<file path="src/common/rob_pkg.sv">
`default_nettype none

package rob_pkg;

    // Data word width
    localparam int XLEN = 32;

    // Eight architectural registers, x0 hardwired to zero
    localparam int REG_ADDR_W = 3;

    // Opcode field width
    localparam int OP_W = 3;

    // Decoded opcodes handled by the back end
    typedef enum logic [OP_W-1:0] {
        op_add = 3'd0,
        op_xor = 3'd1,
        op_mul = 3'd2,
        op_br  = 3'd3,
        op_jal = 3'd4
    } op_t;

endpackage : rob_pkg

`default_nettype wire
</file>
<file path="src/rtl/ooo_backend.sv">
`timescale 1ns/100ps
`default_nettype none

module ooo_backend import rob_pkg::*; #(
    parameter int ROB_ENTRIES = 8,
    parameter int MUL_LATENCY = 3
) (
    input  logic                   clk,
    input  logic                   reset,

    input  logic                   in_valid,
    input  op_t                    in_op,
    input  logic [REG_ADDR_W-1:0]  in_rd,
    input  logic [XLEN-1:0]        in_a,
    input  logic [XLEN-1:0]        in_b,
    input  logic [XLEN-1:0]        in_target,
    output logic                   in_ready,

    output logic                   commit_valid,
    output op_t                    commit_op,
    output logic [REG_ADDR_W-1:0]  commit_rd,
    output logic [XLEN-1:0]        commit_value,
    output logic                   redirect_valid,
    output logic [XLEN-1:0]        redirect_pc,

    input  logic [REG_ADDR_W-1:0]  rf_addr,
    output logic [XLEN-1:0]        rf_data
);

    localparam int TAG_W = $clog2(ROB_ENTRIES);

    // Dispatch to buffer
    logic                  full;
    logic [TAG_W-1:0]      alloc_tag;
    logic                  alloc_valid;
    op_t                   alloc_op;
    logic [REG_ADDR_W-1:0] alloc_rd;
    logic [XLEN-1:0]       alloc_link;
    logic [XLEN-1:0]       alloc_target;

    // Dispatch to execute
    logic                  iss_valid;
    op_t                   iss_op;
    logic [TAG_W-1:0]      iss_tag;
    logic [XLEN-1:0]       iss_a;
    logic [XLEN-1:0]       iss_b;

    // Common data bus
    logic                  cdb_fast_valid;
    logic [TAG_W-1:0]      cdb_fast_tag;
    logic [XLEN-1:0]       cdb_fast_value;
    logic                  cdb_slow_valid;
    logic [TAG_W-1:0]      cdb_slow_tag;
    logic [XLEN-1:0]       cdb_slow_value;

    // Buffer head and commit control
    logic                  head_valid;
    logic                  head_ready;
    op_t                   head_op;
    logic [REG_ADDR_W-1:0] head_rd;
    logic [XLEN-1:0]       head_value;
    logic [XLEN-1:0]       head_target;
    logic                  retire;
    logic                  flush;

    dispatch_stage #(
        .ROB_ENTRIES (ROB_ENTRIES)
    ) i_dispatch_stage (
        .clk          (clk),
        .reset        (reset),
        .in_valid     (in_valid),
        .in_op        (in_op),
        .in_rd        (in_rd),
        .in_a         (in_a),
        .in_b         (in_b),
        .in_target    (in_target),
        .in_ready     (in_ready),
        .full         (full),
        .alloc_tag    (alloc_tag),
        .flush        (flush),
        .alloc_valid  (alloc_valid),
        .alloc_op     (alloc_op),
        .alloc_rd     (alloc_rd),
        .alloc_link   (alloc_link),
        .alloc_target (alloc_target),
        .iss_valid    (iss_valid),
        .iss_op       (iss_op),
        .iss_tag      (iss_tag),
        .iss_a        (iss_a),
        .iss_b        (iss_b)
    );

    reorder_buffer #(
        .ROB_ENTRIES (ROB_ENTRIES)
    ) i_reorder_buffer (
        .clk            (clk),
        .reset          (reset),
        .alloc_valid    (alloc_valid),
        .alloc_op       (alloc_op),
        .alloc_rd       (alloc_rd),
        .alloc_link     (alloc_link),
        .alloc_target   (alloc_target),
        .full           (full),
        .alloc_tag      (alloc_tag),
        .cdb_fast_valid (cdb_fast_valid),
        .cdb_fast_tag   (cdb_fast_tag),
        .cdb_fast_value (cdb_fast_value),
        .cdb_slow_valid (cdb_slow_valid),
        .cdb_slow_tag   (cdb_slow_tag),
        .cdb_slow_value (cdb_slow_value),
        .retire         (retire),
        .flush          (flush),
        .head_valid     (head_valid),
        .head_ready     (head_ready),
        .head_op        (head_op),
        .head_rd        (head_rd),
        .head_value     (head_value),
        .head_target    (head_target)
    );

    exec_unit #(
        .ROB_ENTRIES (ROB_ENTRIES),
        .MUL_LATENCY (MUL_LATENCY)
    ) i_exec_unit (
        .clk            (clk),
        .reset          (reset),
        .flush          (flush),
        .iss_valid      (iss_valid),
        .iss_op         (iss_op),
        .iss_tag        (iss_tag),
        .iss_a          (iss_a),
        .iss_b          (iss_b),
        .cdb_fast_valid (cdb_fast_valid),
        .cdb_fast_tag   (cdb_fast_tag),
        .cdb_fast_value (cdb_fast_value),
        .cdb_slow_valid (cdb_slow_valid),
        .cdb_slow_tag   (cdb_slow_tag),
        .cdb_slow_value (cdb_slow_value)
    );

    commit_stage i_commit_stage (
        .clk            (clk),
        .reset          (reset),
        .head_valid     (head_valid),
        .head_ready     (head_ready),
        .head_op        (head_op),
        .head_rd        (head_rd),
        .head_value     (head_value),
        .head_target    (head_target),
        .retire         (retire),
        .flush          (flush),
        .commit_valid   (commit_valid),
        .commit_op      (commit_op),
        .commit_rd      (commit_rd),
        .commit_value   (commit_value),
        .redirect_valid (redirect_valid),
        .redirect_pc    (redirect_pc),
        .rf_addr        (rf_addr),
        .rf_data        (rf_data)
    );

endmodule : ooo_backend

`default_nettype wire

</file>
<file path="src/rtl/commit_stage.sv">
`timescale 1ns/100ps
`default_nettype none

module commit_stage import rob_pkg::*; (
    input  logic                   clk,
    input  logic                   reset,

    // Buffer head
    input  logic                   head_valid,
    input  logic                   head_ready,
    input  op_t                    head_op,
    input  logic [REG_ADDR_W-1:0]  head_rd,
    input  logic [XLEN-1:0]        head_value,
    input  logic [XLEN-1:0]        head_target,
    output logic                   retire,
    output logic                   flush,

    // Commit report
    output logic                   commit_valid,
    output op_t                    commit_op,
    output logic [REG_ADDR_W-1:0]  commit_rd,
    output logic [XLEN-1:0]        commit_value,

    // Redirect toward fetch
    output logic                   redirect_valid,
    output logic [XLEN-1:0]        redirect_pc,

    // Register file read port
    input  logic [REG_ADDR_W-1:0]  rf_addr,
    output logic [XLEN-1:0]        rf_data
);

    localparam int NUM_REGS = 2 ** REG_ADDR_W;

    logic [XLEN-1:0] rf [NUM_REGS];
    logic            writes_reg;
    logic            redirect;

    // Nothing retires in the flush cycle, the head is already a wrong-path entry
    assign retire = head_valid && head_ready && !flush;

    assign writes_reg = (head_op != op_br) && (head_rd != '0);
    assign redirect   = (head_op == op_jal) || ((head_op == op_br) && head_value[0]);

    always_ff @(posedge clk) begin
        if (reset) begin
            commit_valid <= 1'b0;
            flush        <= 1'b0;
        end else begin
            commit_valid <= retire;
            flush        <= retire && redirect;
        end
    end

    // Same pulse tells the outside where to fetch next
    assign redirect_valid = flush;

    always_ff @(posedge clk) begin
        if (retire) begin
            commit_op    <= head_op;
            commit_rd    <= head_rd;
            commit_value <= head_value;
            redirect_pc  <= head_target;
        end
    end

    // Architectural registers
    always_ff @(posedge clk) begin
        if (reset) begin
            for (int i = 0; i < NUM_REGS; i++) begin
                rf[i] <= '0;
            end
        end else if (retire && writes_reg) begin
            rf[head_rd] <= head_value;
        end
    end

    assign rf_data = (rf_addr == '0) ? '0 : rf[rf_addr];

endmodule : commit_stage

`default_nettype wire

</file>
<file path="src/rtl/exec_unit.sv">
`timescale 1ns/100ps
`default_nettype none

module exec_unit import rob_pkg::*; #(
    parameter int ROB_ENTRIES = 8,
    parameter int MUL_LATENCY = 3
) (
    input  logic                             clk,
    input  logic                             reset,
    input  logic                             flush,

    // Issue from dispatch
    input  logic                             iss_valid,
    input  op_t                              iss_op,
    input  logic [$clog2(ROB_ENTRIES)-1:0]   iss_tag,
    input  logic [XLEN-1:0]                  iss_a,
    input  logic [XLEN-1:0]                  iss_b,

    // Common data bus, fast port from the ALU lane
    output logic                             cdb_fast_valid,
    output logic [$clog2(ROB_ENTRIES)-1:0]   cdb_fast_tag,
    output logic [XLEN-1:0]                  cdb_fast_value,

    // Common data bus, slow port from the multiply lane
    output logic                             cdb_slow_valid,
    output logic [$clog2(ROB_ENTRIES)-1:0]   cdb_slow_tag,
    output logic [XLEN-1:0]                  cdb_slow_value
);

    localparam int TAG_W = $clog2(ROB_ENTRIES);

    logic             is_mul;
    logic [XLEN-1:0]  alu_result;
    logic [XLEN-1:0]  product;

    // Multiply shift pipeline, last stage drives the slow port
    logic [MUL_LATENCY-1:0] mul_valid;
    logic [TAG_W-1:0]       mul_tag   [MUL_LATENCY];
    logic [XLEN-1:0]        mul_value [MUL_LATENCY];

    assign is_mul  = (iss_op == op_mul);
    assign product = iss_a * iss_b;

    always_comb begin
        case (iss_op)
            op_add:  alu_result = iss_a + iss_b;
            op_xor:  alu_result = iss_a ^ iss_b;
            // Taken when operands are equal
            op_br:   alu_result = XLEN'(iss_a == iss_b);
            default: alu_result = '0;
        endcase
    end

    // Valid bits for both lanes
    always_ff @(posedge clk) begin
        if (reset || flush) begin
            cdb_fast_valid <= 1'b0;
            mul_valid      <= '0;
        end else begin
            cdb_fast_valid <= iss_valid && !is_mul;
            mul_valid      <= {mul_valid[MUL_LATENCY-2:0], iss_valid && is_mul};
        end
    end

    // Lane payload
    always_ff @(posedge clk) begin
        cdb_fast_tag   <= iss_tag;
        cdb_fast_value <= alu_result;
        mul_tag[0]     <= iss_tag;
        mul_value[0]   <= product;
        for (int i = 1; i < MUL_LATENCY; i++) begin
            mul_tag[i]   <= mul_tag[i-1];
            mul_value[i] <= mul_value[i-1];
        end
    end

    assign cdb_slow_valid = mul_valid[MUL_LATENCY-1];
    assign cdb_slow_tag   = mul_tag[MUL_LATENCY-1];
    assign cdb_slow_value = mul_value[MUL_LATENCY-1];

endmodule : exec_unit

`default_nettype wire

</file>
<file path="src/rtl/dispatch_stage.sv">
`timescale 1ns/100ps
`default_nettype none

module dispatch_stage import rob_pkg::*; #(
    parameter int ROB_ENTRIES = 8
) (
    input  logic                             clk,
    input  logic                             reset,

    // Decoded instruction from outside
    input  logic                             in_valid,
    input  op_t                              in_op,
    input  logic [REG_ADDR_W-1:0]            in_rd,
    input  logic [XLEN-1:0]                  in_a,
    input  logic [XLEN-1:0]                  in_b,
    input  logic [XLEN-1:0]                  in_target,
    output logic                             in_ready,

    // Buffer allocation
    input  logic                             full,
    input  logic [$clog2(ROB_ENTRIES)-1:0]   alloc_tag,
    input  logic                             flush,
    output logic                             alloc_valid,
    output op_t                              alloc_op,
    output logic [REG_ADDR_W-1:0]            alloc_rd,
    output logic [XLEN-1:0]                  alloc_link,
    output logic [XLEN-1:0]                  alloc_target,

    // Issue to the execute lanes
    output logic                             iss_valid,
    output op_t                              iss_op,
    output logic [$clog2(ROB_ENTRIES)-1:0]   iss_tag,
    output logic [XLEN-1:0]                  iss_a,
    output logic [XLEN-1:0]                  iss_b
);

    localparam int TAG_W = $clog2(ROB_ENTRIES);

    // Holds input off until the first cycle after reset
    logic up;
    logic accept;

    assign in_ready = up && !full && !flush;
    assign accept   = in_valid && in_ready;

    // Entry is written into the buffer on the accept edge
    assign alloc_valid  = accept;
    assign alloc_op     = in_op;
    assign alloc_rd     = in_rd;
    assign alloc_link   = in_a;
    assign alloc_target = in_target;

    always_ff @(posedge clk) begin
        if (reset) begin
            up        <= 1'b0;
            iss_valid <= 1'b0;
        end else begin
            up        <= 1'b1;
            // Jumps complete in the buffer and never reach a lane
            iss_valid <= accept && (in_op != op_jal);
        end
    end

    always_ff @(posedge clk) begin
        if (accept) begin
            iss_op  <= in_op;
            iss_tag <= TAG_W'(alloc_tag);
            iss_a   <= in_a;
            iss_b   <= in_b;
        end
    end

endmodule : dispatch_stage

`default_nettype wire

</file>
<file path="src/rob/reorder_buffer.sv">
`timescale 1ns/100ps
`default_nettype none

module reorder_buffer import rob_pkg::*; #(
    parameter int ROB_ENTRIES = 8
) (
    input  logic                             clk,
    input  logic                             reset,

    // Allocation from dispatch
    input  logic                             alloc_valid,
    input  op_t                              alloc_op,
    input  logic [REG_ADDR_W-1:0]            alloc_rd,
    input  logic [XLEN-1:0]                  alloc_link,
    input  logic [XLEN-1:0]                  alloc_target,
    output logic                             full,
    output logic [$clog2(ROB_ENTRIES)-1:0]   alloc_tag,

    // Common data bus
    input  logic                             cdb_fast_valid,
    input  logic [$clog2(ROB_ENTRIES)-1:0]   cdb_fast_tag,
    input  logic [XLEN-1:0]                  cdb_fast_value,
    input  logic                             cdb_slow_valid,
    input  logic [$clog2(ROB_ENTRIES)-1:0]   cdb_slow_tag,
    input  logic [XLEN-1:0]                  cdb_slow_value,

    // Head presentation to commit
    input  logic                             retire,
    input  logic                             flush,
    output logic                             head_valid,
    output logic                             head_ready,
    output op_t                              head_op,
    output logic [REG_ADDR_W-1:0]            head_rd,
    output logic [XLEN-1:0]                  head_value,
    output logic [XLEN-1:0]                  head_target
);

    localparam int TAG_W = $clog2(ROB_ENTRIES);

    // Per-entry control state
    logic [ROB_ENTRIES-1:0] entry_valid;
    logic [ROB_ENTRIES-1:0] entry_ready;

    // Per-entry payload
    op_t                   entry_op     [ROB_ENTRIES];
    logic [REG_ADDR_W-1:0] entry_rd     [ROB_ENTRIES];
    logic [XLEN-1:0]       entry_value  [ROB_ENTRIES];
    logic [XLEN-1:0]       entry_target [ROB_ENTRIES];

    logic [TAG_W-1:0] head_ptr;
    logic [TAG_W-1:0] tail_ptr;
    logic [TAG_W:0]   count;

    logic do_alloc;
    logic do_retire;
    logic fast_hit;
    logic slow_hit;

    assign full      = (count == (TAG_W+1)'(ROB_ENTRIES));
    assign alloc_tag = tail_ptr;

    assign do_alloc  = alloc_valid && !full;
    assign do_retire = retire && entry_valid[head_ptr];

    // A bus result is taken only by a live entry still waiting for it
    assign fast_hit = cdb_fast_valid && entry_valid[cdb_fast_tag] && !entry_ready[cdb_fast_tag];
    assign slow_hit = cdb_slow_valid && entry_valid[cdb_slow_tag] && !entry_ready[cdb_slow_tag];

    assign head_valid  = entry_valid[head_ptr];
    assign head_ready  = entry_ready[head_ptr];
    assign head_op     = entry_op[head_ptr];
    assign head_rd     = entry_rd[head_ptr];
    assign head_value  = entry_value[head_ptr];
    assign head_target = entry_target[head_ptr];

    // Pointers, occupancy and valid/ready flags
    always_ff @(posedge clk) begin
        if (reset || flush) begin
            head_ptr    <= '0;
            tail_ptr    <= '0;
            count       <= '0;
            entry_valid <= '0;
            entry_ready <= '0;
        end else begin
            if (do_alloc) begin
                entry_valid[tail_ptr] <= 1'b1;
                // Jumps carry their link value, nothing to wait for
                entry_ready[tail_ptr] <= (alloc_op == op_jal);
                tail_ptr              <= tail_ptr + TAG_W'(1);
            end
            if (fast_hit) begin
                entry_ready[cdb_fast_tag] <= 1'b1;
            end
            if (slow_hit) begin
                entry_ready[cdb_slow_tag] <= 1'b1;
            end
            if (do_retire) begin
                entry_valid[head_ptr] <= 1'b0;
                entry_ready[head_ptr] <= 1'b0;
                head_ptr              <= head_ptr + TAG_W'(1);
            end
            count <= count + (TAG_W+1)'(do_alloc) - (TAG_W+1)'(do_retire);
        end
    end

    // Entry payload writes
    always_ff @(posedge clk) begin
        if (do_alloc) begin
            entry_op[tail_ptr]     <= alloc_op;
            entry_rd[tail_ptr]     <= alloc_rd;
            entry_value[tail_ptr]  <= alloc_link;
            entry_target[tail_ptr] <= alloc_target;
        end
        if (fast_hit) begin
            entry_value[cdb_fast_tag] <= cdb_fast_value;
        end
        if (slow_hit) begin
            entry_value[cdb_slow_tag] <= cdb_slow_value;
        end
    end

endmodule : reorder_buffer

`default_nettype wire

</file>
<file path="config.mk">
export PLATFORM = sky130hd
export DESIGN_NAME = ooo_backend
export DESIGN_NICKNAME = d
export VERILOG_FILES = /design/src/common/rob_pkg.sv /design/src/rtl/ooo_backend.sv /design/src/rtl/commit_stage.sv /design/src/rtl/exec_unit.sv /design/src/rtl/dispatch_stage.sv /design/src/rob/reorder_buffer.sv
export SDC_FILE = /design/constraint.sdc
export NUM_CORES = 2
export LEC_CHECK = 0
export ABC_AREA = 1
export BUFFER_PORTS_ARGS = -buffer_cell sky130_fd_sc_hd__buf_4
export CORE_ASPECT_RATIO = 1.2
export CORE_UTILIZATION = 30
export CTS_CLUSTER_SIZE = 24
export DETAILED_ROUTE_END_ITERATION = 10
export PLACE_DENSITY = 0.51
export SYNTH_ARGS = -nofsm -noshare
export SYNTH_HDL_FRONTEND = slang
export SYNTH_SLANG_ARGS = --single-unit
export TNS_END_PERCENT = 100
</file>
<file path="constraint.sdc">
create_clock -name clk -period 15.05 [get_ports clk]
set_clock_uncertainty 0.2 [all_clocks]
set_input_delay 1.505 -clock clk [delete_from_list [all_inputs] [get_ports clk]]
set_output_delay 1.505 -clock clk [all_outputs]
set_load 0.05 [all_outputs]
</file>
# [After elaboration in Yosys (flattened, before gate mapping)]
# Memory sizes are Yosys's and may differ from the RTL's. A register that Yosys moved wholly into a read port is not among the register bits.
# Index checks and enable logic that the tools add are counted.
[totals] input_bits=108 out_inout_bits=105 ram_bits=921 wordCells=145 register_bits=177 memories=7
[classes] n_bitwise=7 n_lt_le_gt_ge=8 n_eq_ne=10 addsub=5 n_mul=1 n_reduce_logical=33 n_mux=54
[mem_list] memory="i_commit_stage.rf" depth=8 word_bits=32 read_ports=1 rd_clocked_by_memory_dff=0 write_ports=8 line_no="commit_stage.sv:35" rtl="logic [XLEN-1:0] rf [NUM_REGS];"
[mem_list] memory="i_reorder_buffer.entry_target" depth=8 word_bits=32 read_ports=1 rd_clocked_by_memory_dff=1 write_ports=1 line_no="reorder_buffer.sv:48" rtl="logic [XLEN-1:0] entry_target [ROB_ENTRIES];"
[mem_list] memory="i_reorder_buffer.entry_value" depth=8 word_bits=32 read_ports=1 rd_clocked_by_memory_dff=1 write_ports=3 line_no="reorder_buffer.sv:47" rtl="logic [XLEN-1:0] entry_value [ROB_ENTRIES];"
[mem_list] memory="i_exec_unit.mul_value" depth=3 word_bits=32 read_ports=3 rd_clocked_by_memory_dff=0 write_ports=3 line_no="exec_unit.sv:39" rtl="logic [XLEN-1:0] mul_value [MUL_LATENCY];"
[mem_list] memory="i_reorder_buffer.entry_op" depth=8 word_bits=3 read_ports=1 rd_clocked_by_memory_dff=1 write_ports=1 line_no="reorder_buffer.sv:45" rtl="op_t entry_op [ROB_ENTRIES];"
[mem_list] memory="i_reorder_buffer.entry_rd" depth=8 word_bits=3 read_ports=1 rd_clocked_by_memory_dff=1 write_ports=1 line_no="reorder_buffer.sv:46" rtl="logic [REG_ADDR_W-1:0] entry_rd [ROB_ENTRIES];"
[mem_list] memory="1 more memories"
[ops] operator="case mux 32 bit (3 select lines)" n=1
[ops] operator="two-way mux 8 bit" n=10
[ops] operator="two-way mux 32 bit" n=2
[ops] operator="adder 32 bit" n=1
[ops] operator="equality test 32 bit" n=1
[ops] operator="multiplier 32 x 32 -> 32 bit" n=1
[ops] operator="OR reduction 32 bit" n=1
[ops] operator="bitwise XOR 32 bit" n=1
[ops] operator="bitwise OR 8 bit" n=3
[ops] operator="two-way mux 1 bit" n=23
[ops] operator="logical AND 1 bit" n=22
[ops] operator="two-way mux 3 bit" n=7
[ops] operator="binary-select mux 1 bit (select 3 bit)" n=6
[ops] operator="AND 8 bit" n=2
[ops] operator="< comparator 3 x 4 -> 1 bit, second input constant" n=4
[ops] operator="demux 1 bit (select 3 bit)" n=4
[ops] operator="greater-or-equal comparator 3 x 1 -> 1 bit, second input constant" n=4
[ops] operator="equality test 3 x 2 -> 1 bit, second input constant" n=3
[ops] operator="bitwise mux 8 bit" n=1
[ops] operator="inverter 8 bit" n=1
[ops] operator="adder 3 x 1 -> 3 bit, second input constant" n=2
[ops] operator="equality test 3 bit, second input constant" n=2
[ops] operator="zero test 3 bit" n=2
[ops] operator="zero test 1 bit" n=5
[ops] operator="8 further kinds" n=9

# [Depth between registers and ports, before layout]
[depth] word_depth=16 mapped_depth=37 ltp_nobuf=36

# [By module]
# Synthesis repeated with hierarchy kept, for this count alone.
[unflattened] hier_cells=7716 hier_area_um2=69163.8
[by_module_without_submodules] module="reorder_buffer" cells_per_inst=3467 seq_area_each_um2=17396.7 n_inst=1 area_each_um2=30725.7
[by_module_without_submodules] module="exec_unit" cells_per_inst=2811 seq_area_each_um2=2822.7 n_inst=1 area_each_um2=21967.3
[by_module_without_submodules] module="commit_stage" cells_per_inst=1285 seq_area_each_um2=9829.4 n_inst=1 area_each_um2=13759.4
[by_module_without_submodules] module="dispatch_stage" cells_per_inst=153 seq_area_each_um2=2142.1 n_inst=1 area_each_um2=2711.4

# [Worst setup path after synthesis]
# OpenSTA, ideal clock, no wires.
[synth_path] path_type="reg-to-reg" startpoint="reg i_dispatch_stage.iss_b[5]" endpoint="mem i_exec_unit.mul_value[0][30]" required_time_ps=14727 arrival_time_ps=6358 slack_ps=8369 stages_incl_launch_ff=26 setup_time_ps=123 period_less_slack_ps=6681 path_cell_list="edfxtp_1 > clkbuf_1 > clkbuf_1 > nand2_1 > fa_1 > fa_1 > inv_1 > fa_1 > inv_1 > fa_1 > inv_1 > fa_1 > fa_1 > fa_1 > inv_1 > fa_1 > inv_1 > ha_1 > nand2_1 > nor3_1 > nand4_1 > nand3_1 > nand2_1 > o211ai_1 > a21oi_1 > xor2_1"
[synth_rtl] element="from (decl)" line_no="dispatch_stage.sv:34" rtl="output logic [XLEN-1:0] iss_b"
[synth_rtl] element="from (signal assigned)" line_no="dispatch_stage.sv:69" rtl="iss_b <= in_b;"
[synth_rtl] element="to (decl)" line_no="exec_unit.sv:39"

==> summary.md <==
| Metric | Value |
|---|---|
| Std cell rows | 187 |
| DR vias | 49662 |
| Commonest cells after routing, fill and taps aside | sky130_fd_sc_hd__nand2_1 (1368), sky130_fd_sc_hd__inv_1 (998), sky130_fd_sc_hd__nor2_1 (971), sky130_fd_sc_hd__edfxtp_1 (956), sky130_fd_sc_hd__o21ai_0 (655) |
| Setup violations, final | 0 |
| RSZ-0062 raised after global routing | no |
| Fin util | 0.340 |
| Residual DRC count | 0 |
| Cells traversed along the worst timing path | ha_1 > fa_1 > fa_1 > fa_1 > inv_1 > fa_1 > inv_1 > fa_1 > fa_1 > fa_1 > inv_1 > fa_1 > inv_1 > ha_1 > nand2_1 > nor3_1 > nand4_1 > nand3_1 > nand2_1 > o211ai_1 > a21oi_1 > xor2_1 |
| Largest net degree at the start of global routing | 105 |
| Worst-skew pair later-pin latency | 0.83 ns |
| Number of clock buffers inserted by TritonCTS | 119 |
| Critical Path Source Type | flip-flop |
| Router iterations before antenna repair | 6 |
| Critical path capture point type | flip-flop |
| Final Max Slew Viols | 0 |
| Layout cells sized above 1 | 0.0775 |
| Clock transition at the registers of the reported paths | 0.07 ns |
| CTS tree | built |
| Register area share after synthesis | 0.490 |
| Dominant synthesized flop cell | sky130_fd_sc_hd__edfxtp_1 |
| Worst Hold Class | reg -> reg |
| Proportion of register bits with asynchronous set or reset after synthesis | 0 |
| Weighted congestion at the end of routability-driven global placement | 0.896 |
| Max clock buf depth | 3 |
| Final global-route overflow total | 0 |
| Number of levels the H-tree was split into | 3 |
| Initial drt markers | 4429 |
| Max Used Layer | met5 |
| Delay-heaviest family, CP | adder cells |
| Status | complete, no violations |
| Most common cell after layout, fill and taps aside | sky130_fd_sc_hd__nand2_1 |
| Total stage count of the critical path | 22 |
| Layout net count | 7776 |
| Wire length on met2 | 104 mm |
| Final hold vios | 0 |
| Initial antenna violation count | 9 |
| Initial Util | 0.303 |
| Post-CTS Setup Bufs | 0 |
| Data required time at the worst endpoint | 15.56 ns |
| CTS Root Cell | sky130_fd_sc_hd__clkbuf_16 |
| DRT Wirelength | 216 mm |
| Number of port buffers | 212 |
| Wire length of the first global-routing pass | 320 mm |
| Longest individual stage delay on the worst path | 1.14 ns |
| Number of enable flip-flop cells after synthesis | 956 |
| Hold-fix buffers, CTS | 0 |
| Data arrival time at the worst-slack endpoint | 7.97 ns |
| Worst slew pin tran | 1.24 ns |
| CP max stage cell | sky130_fd_sc_hd__edfxtp_1 |
| Core Box Area | 217000 sq um |
| Total buffers and inverters traversed by the critical path | 4 |
| Hold Crit Depth | 0 |
| Critical path class | reg -> reg |
| Cell Area, Synth | 65700 sq um |
| Number of resized instances in the post-cts repair step | 0 |
| Post-route ant nets | 0 |
| Total cell area at the placement stage | 69900 sq um |
| Average wire length per cell after detail routing | 21.5 um |
| CP most frequent cell | sky130_fd_sc_hd__fa_1 |
| Mean cell area of the mapped netlist | 9.34 sq um |
| I/O pin count | 213 |
| Summed negative setup slack over all endpoints | 0 ns |
| Vertical die dimension | 515 um |
| Maximum achievable frequency | 134 MHz |
| Number of max-cap violations | 0 |
| Vias in the first global route | 49230 |
| Share of the clock period used by the worst path | 0.496 |
| Maximum fanout count along the critical path | 24 |
| Clock Sinks | 1130 |
| Post-detailed-route via-to-cell ratio | 4.95 |
| Worst slew margin relative to its limit | 0.165 |
| Cell count of the worst reg-to-reg path | 22 |
| Final critical path time including I/O delays and setup | 7.46 ns |
| Yosys warning total | 0 |
| Combined global-route utilization of all metal layers | 0.193 |
| Met1 routed wirelength after detailed routing | 90.3 mm |
| Fillers | 21951 |
| Synth unique cells | 56 |
| Final cell area excluding filler cells | 73800 sq um |
| Overall die area | 221000 sq um |
| HPWL after DPL | 134 mm |
| Die extent in x | 429 um |
| Post-Syn Instances | 7034 |
| Synth Register Bits | 1130 |
| Routed length on met3 | 14.3 mm |
| Signed area change from the synthesized netlist to the final layout | 12.4% |
cell usage after synthesis (12+ instances only):
library cell                number  area share
sky130_fd_sc_hd__a21oi_1        92      0.0070
sky130_fd_sc_hd__a31oi_1        41      0.0039
sky130_fd_sc_hd__buf_1          42      0.0024
sky130_fd_sc_hd__buf_2          75      0.0057
sky130_fd_sc_hd__buf_6          21      0.0036
sky130_fd_sc_hd__clkbuf_1      236       0.013
sky130_fd_sc_hd__dfxtp_1       174       0.053
sky130_fd_sc_hd__edfxtp_1      956        0.44
sky130_fd_sc_hd__fa_1          410        0.12
sky130_fd_sc_hd__ha_1          161       0.031
sky130_fd_sc_hd__inv_1        1012       0.058
sky130_fd_sc_hd__inv_2          18      0.0010
sky130_fd_sc_hd__nand2_1      1368       0.078
sky130_fd_sc_hd__nand3_1       371       0.028
sky130_fd_sc_hd__nand4_1        12      0.0011
sky130_fd_sc_hd__nor2_1        972       0.056
sky130_fd_sc_hd__nor3_1         29      0.0022
sky130_fd_sc_hd__o2111ai_1      32      0.0043
sky130_fd_sc_hd__o21ai_0       655       0.050
sky130_fd_sc_hd__o21ai_1        99      0.0075
sky130_fd_sc_hd__o22ai_1        36      0.0034
sky130_fd_sc_hd__o32ai_1        76       0.010
sky130_fd_sc_hd__xnor2_1        15      0.0020
sky130_fd_sc_hd__xor2_1         36      0.0048
logic make-up (layout without fill, tap and decap cells):
kind of cell	Yosys count	in the layout	synth area share
other	1	35	0.0000571
and+or+nand+nor	2792	2792	0.170
muxes	1	1	0.000152
buffers and inverters	1420	1555	0.0856
DFF	1130	1130	0.490
AOI/OAI and AO/OA	1068	1068	0.0911
adders and majority gates	571	571	0.156
xor gates and xnor gates	51	51	0.00680
per-stage QoR:
stage / worst slack, ns / std cells / hold WS [ns]
detailed placement: 7.65 / 9811 / 0.112
finish: 7.59 / 10038 / 0.125
floorplan: 8.37 / 7065 / 0.110
global route: 7.19 / 10037 / 0.130
global placement: 7.76 / 9811 / 0.112
CTS: 7.64 / 10035 / 0.126
per-layer routing:
metal,GRT usage,up-vias
met2,0.327,1899
met4,0.0707,6
li1,-,22964
met1,0.251,24378
met3,0.0230,415
met5,0,-
final timing paths:
path	from	end	slack (ns)
max reg2reg	i_dispatch_stage.iss_b[9]$_DFFE_PP_	i_exec_unit.mul_value[0][30]$_DFF_P_	7.59
min reg2reg	i_exec_unit.mul_value[0][39]$_DFF_P_	i_exec_unit.mul_value[0][71]$_DFF_P_	0.13
max	i_dispatch_stage.iss_b[9]$_DFFE_PP_	i_exec_unit.mul_value[0][30]$_DFF_P_	7.59
min	i_exec_unit.mul_value[0][39]$_DFF_P_	i_exec_unit.mul_value[0][71]$_DFF_P_	0.13
area by class of cell:
cell class | instances | area (sq um) | share of cell area
sequential | 1130 | 32200 | 0.436
multi-input combinational | 4515 | 28100 | 0.381
inverter | 1036 | 3900 | 0.0528
tap | 2835 | 3550 | 0.0481
clock buffer | 152 | 3220 | 0.0436
timing repair buffer | 295 | 2210 | 0.0300
clock inverter | 72 | 627 | 0.00849
antenna | 3 | 7.51 | 0.000102
flip-flops by register name (all words and copies together), names as in the netlist, 4 cells and up, named ones only:
register and flops:
i_commit_stage.rf 256, i_reorder_buffer.entry_target 256, i_reorder_buffer.entry_value 256, i_exec_unit.mul_value 96, i_commit_stage.commit_value 32, i_commit_stage.redirect_pc 32, i_dispatch_stage.iss_a 32, i_dispatch_stage.iss_b 32
i_exec_unit.cdb_fast_value 32, i_reorder_buffer.entry_op 24, i_reorder_buffer.entry_rd 24, i_reorder_buffer.entry_ready 8, i_reorder_buffer.entry_valid 8, i_exec_unit.mul_tag 7, i_reorder_buffer.count 4
Power is left out: the tool's default activity adds up to more than one toggle a clock period on the data nets, which glitch-free logic cannot reach.
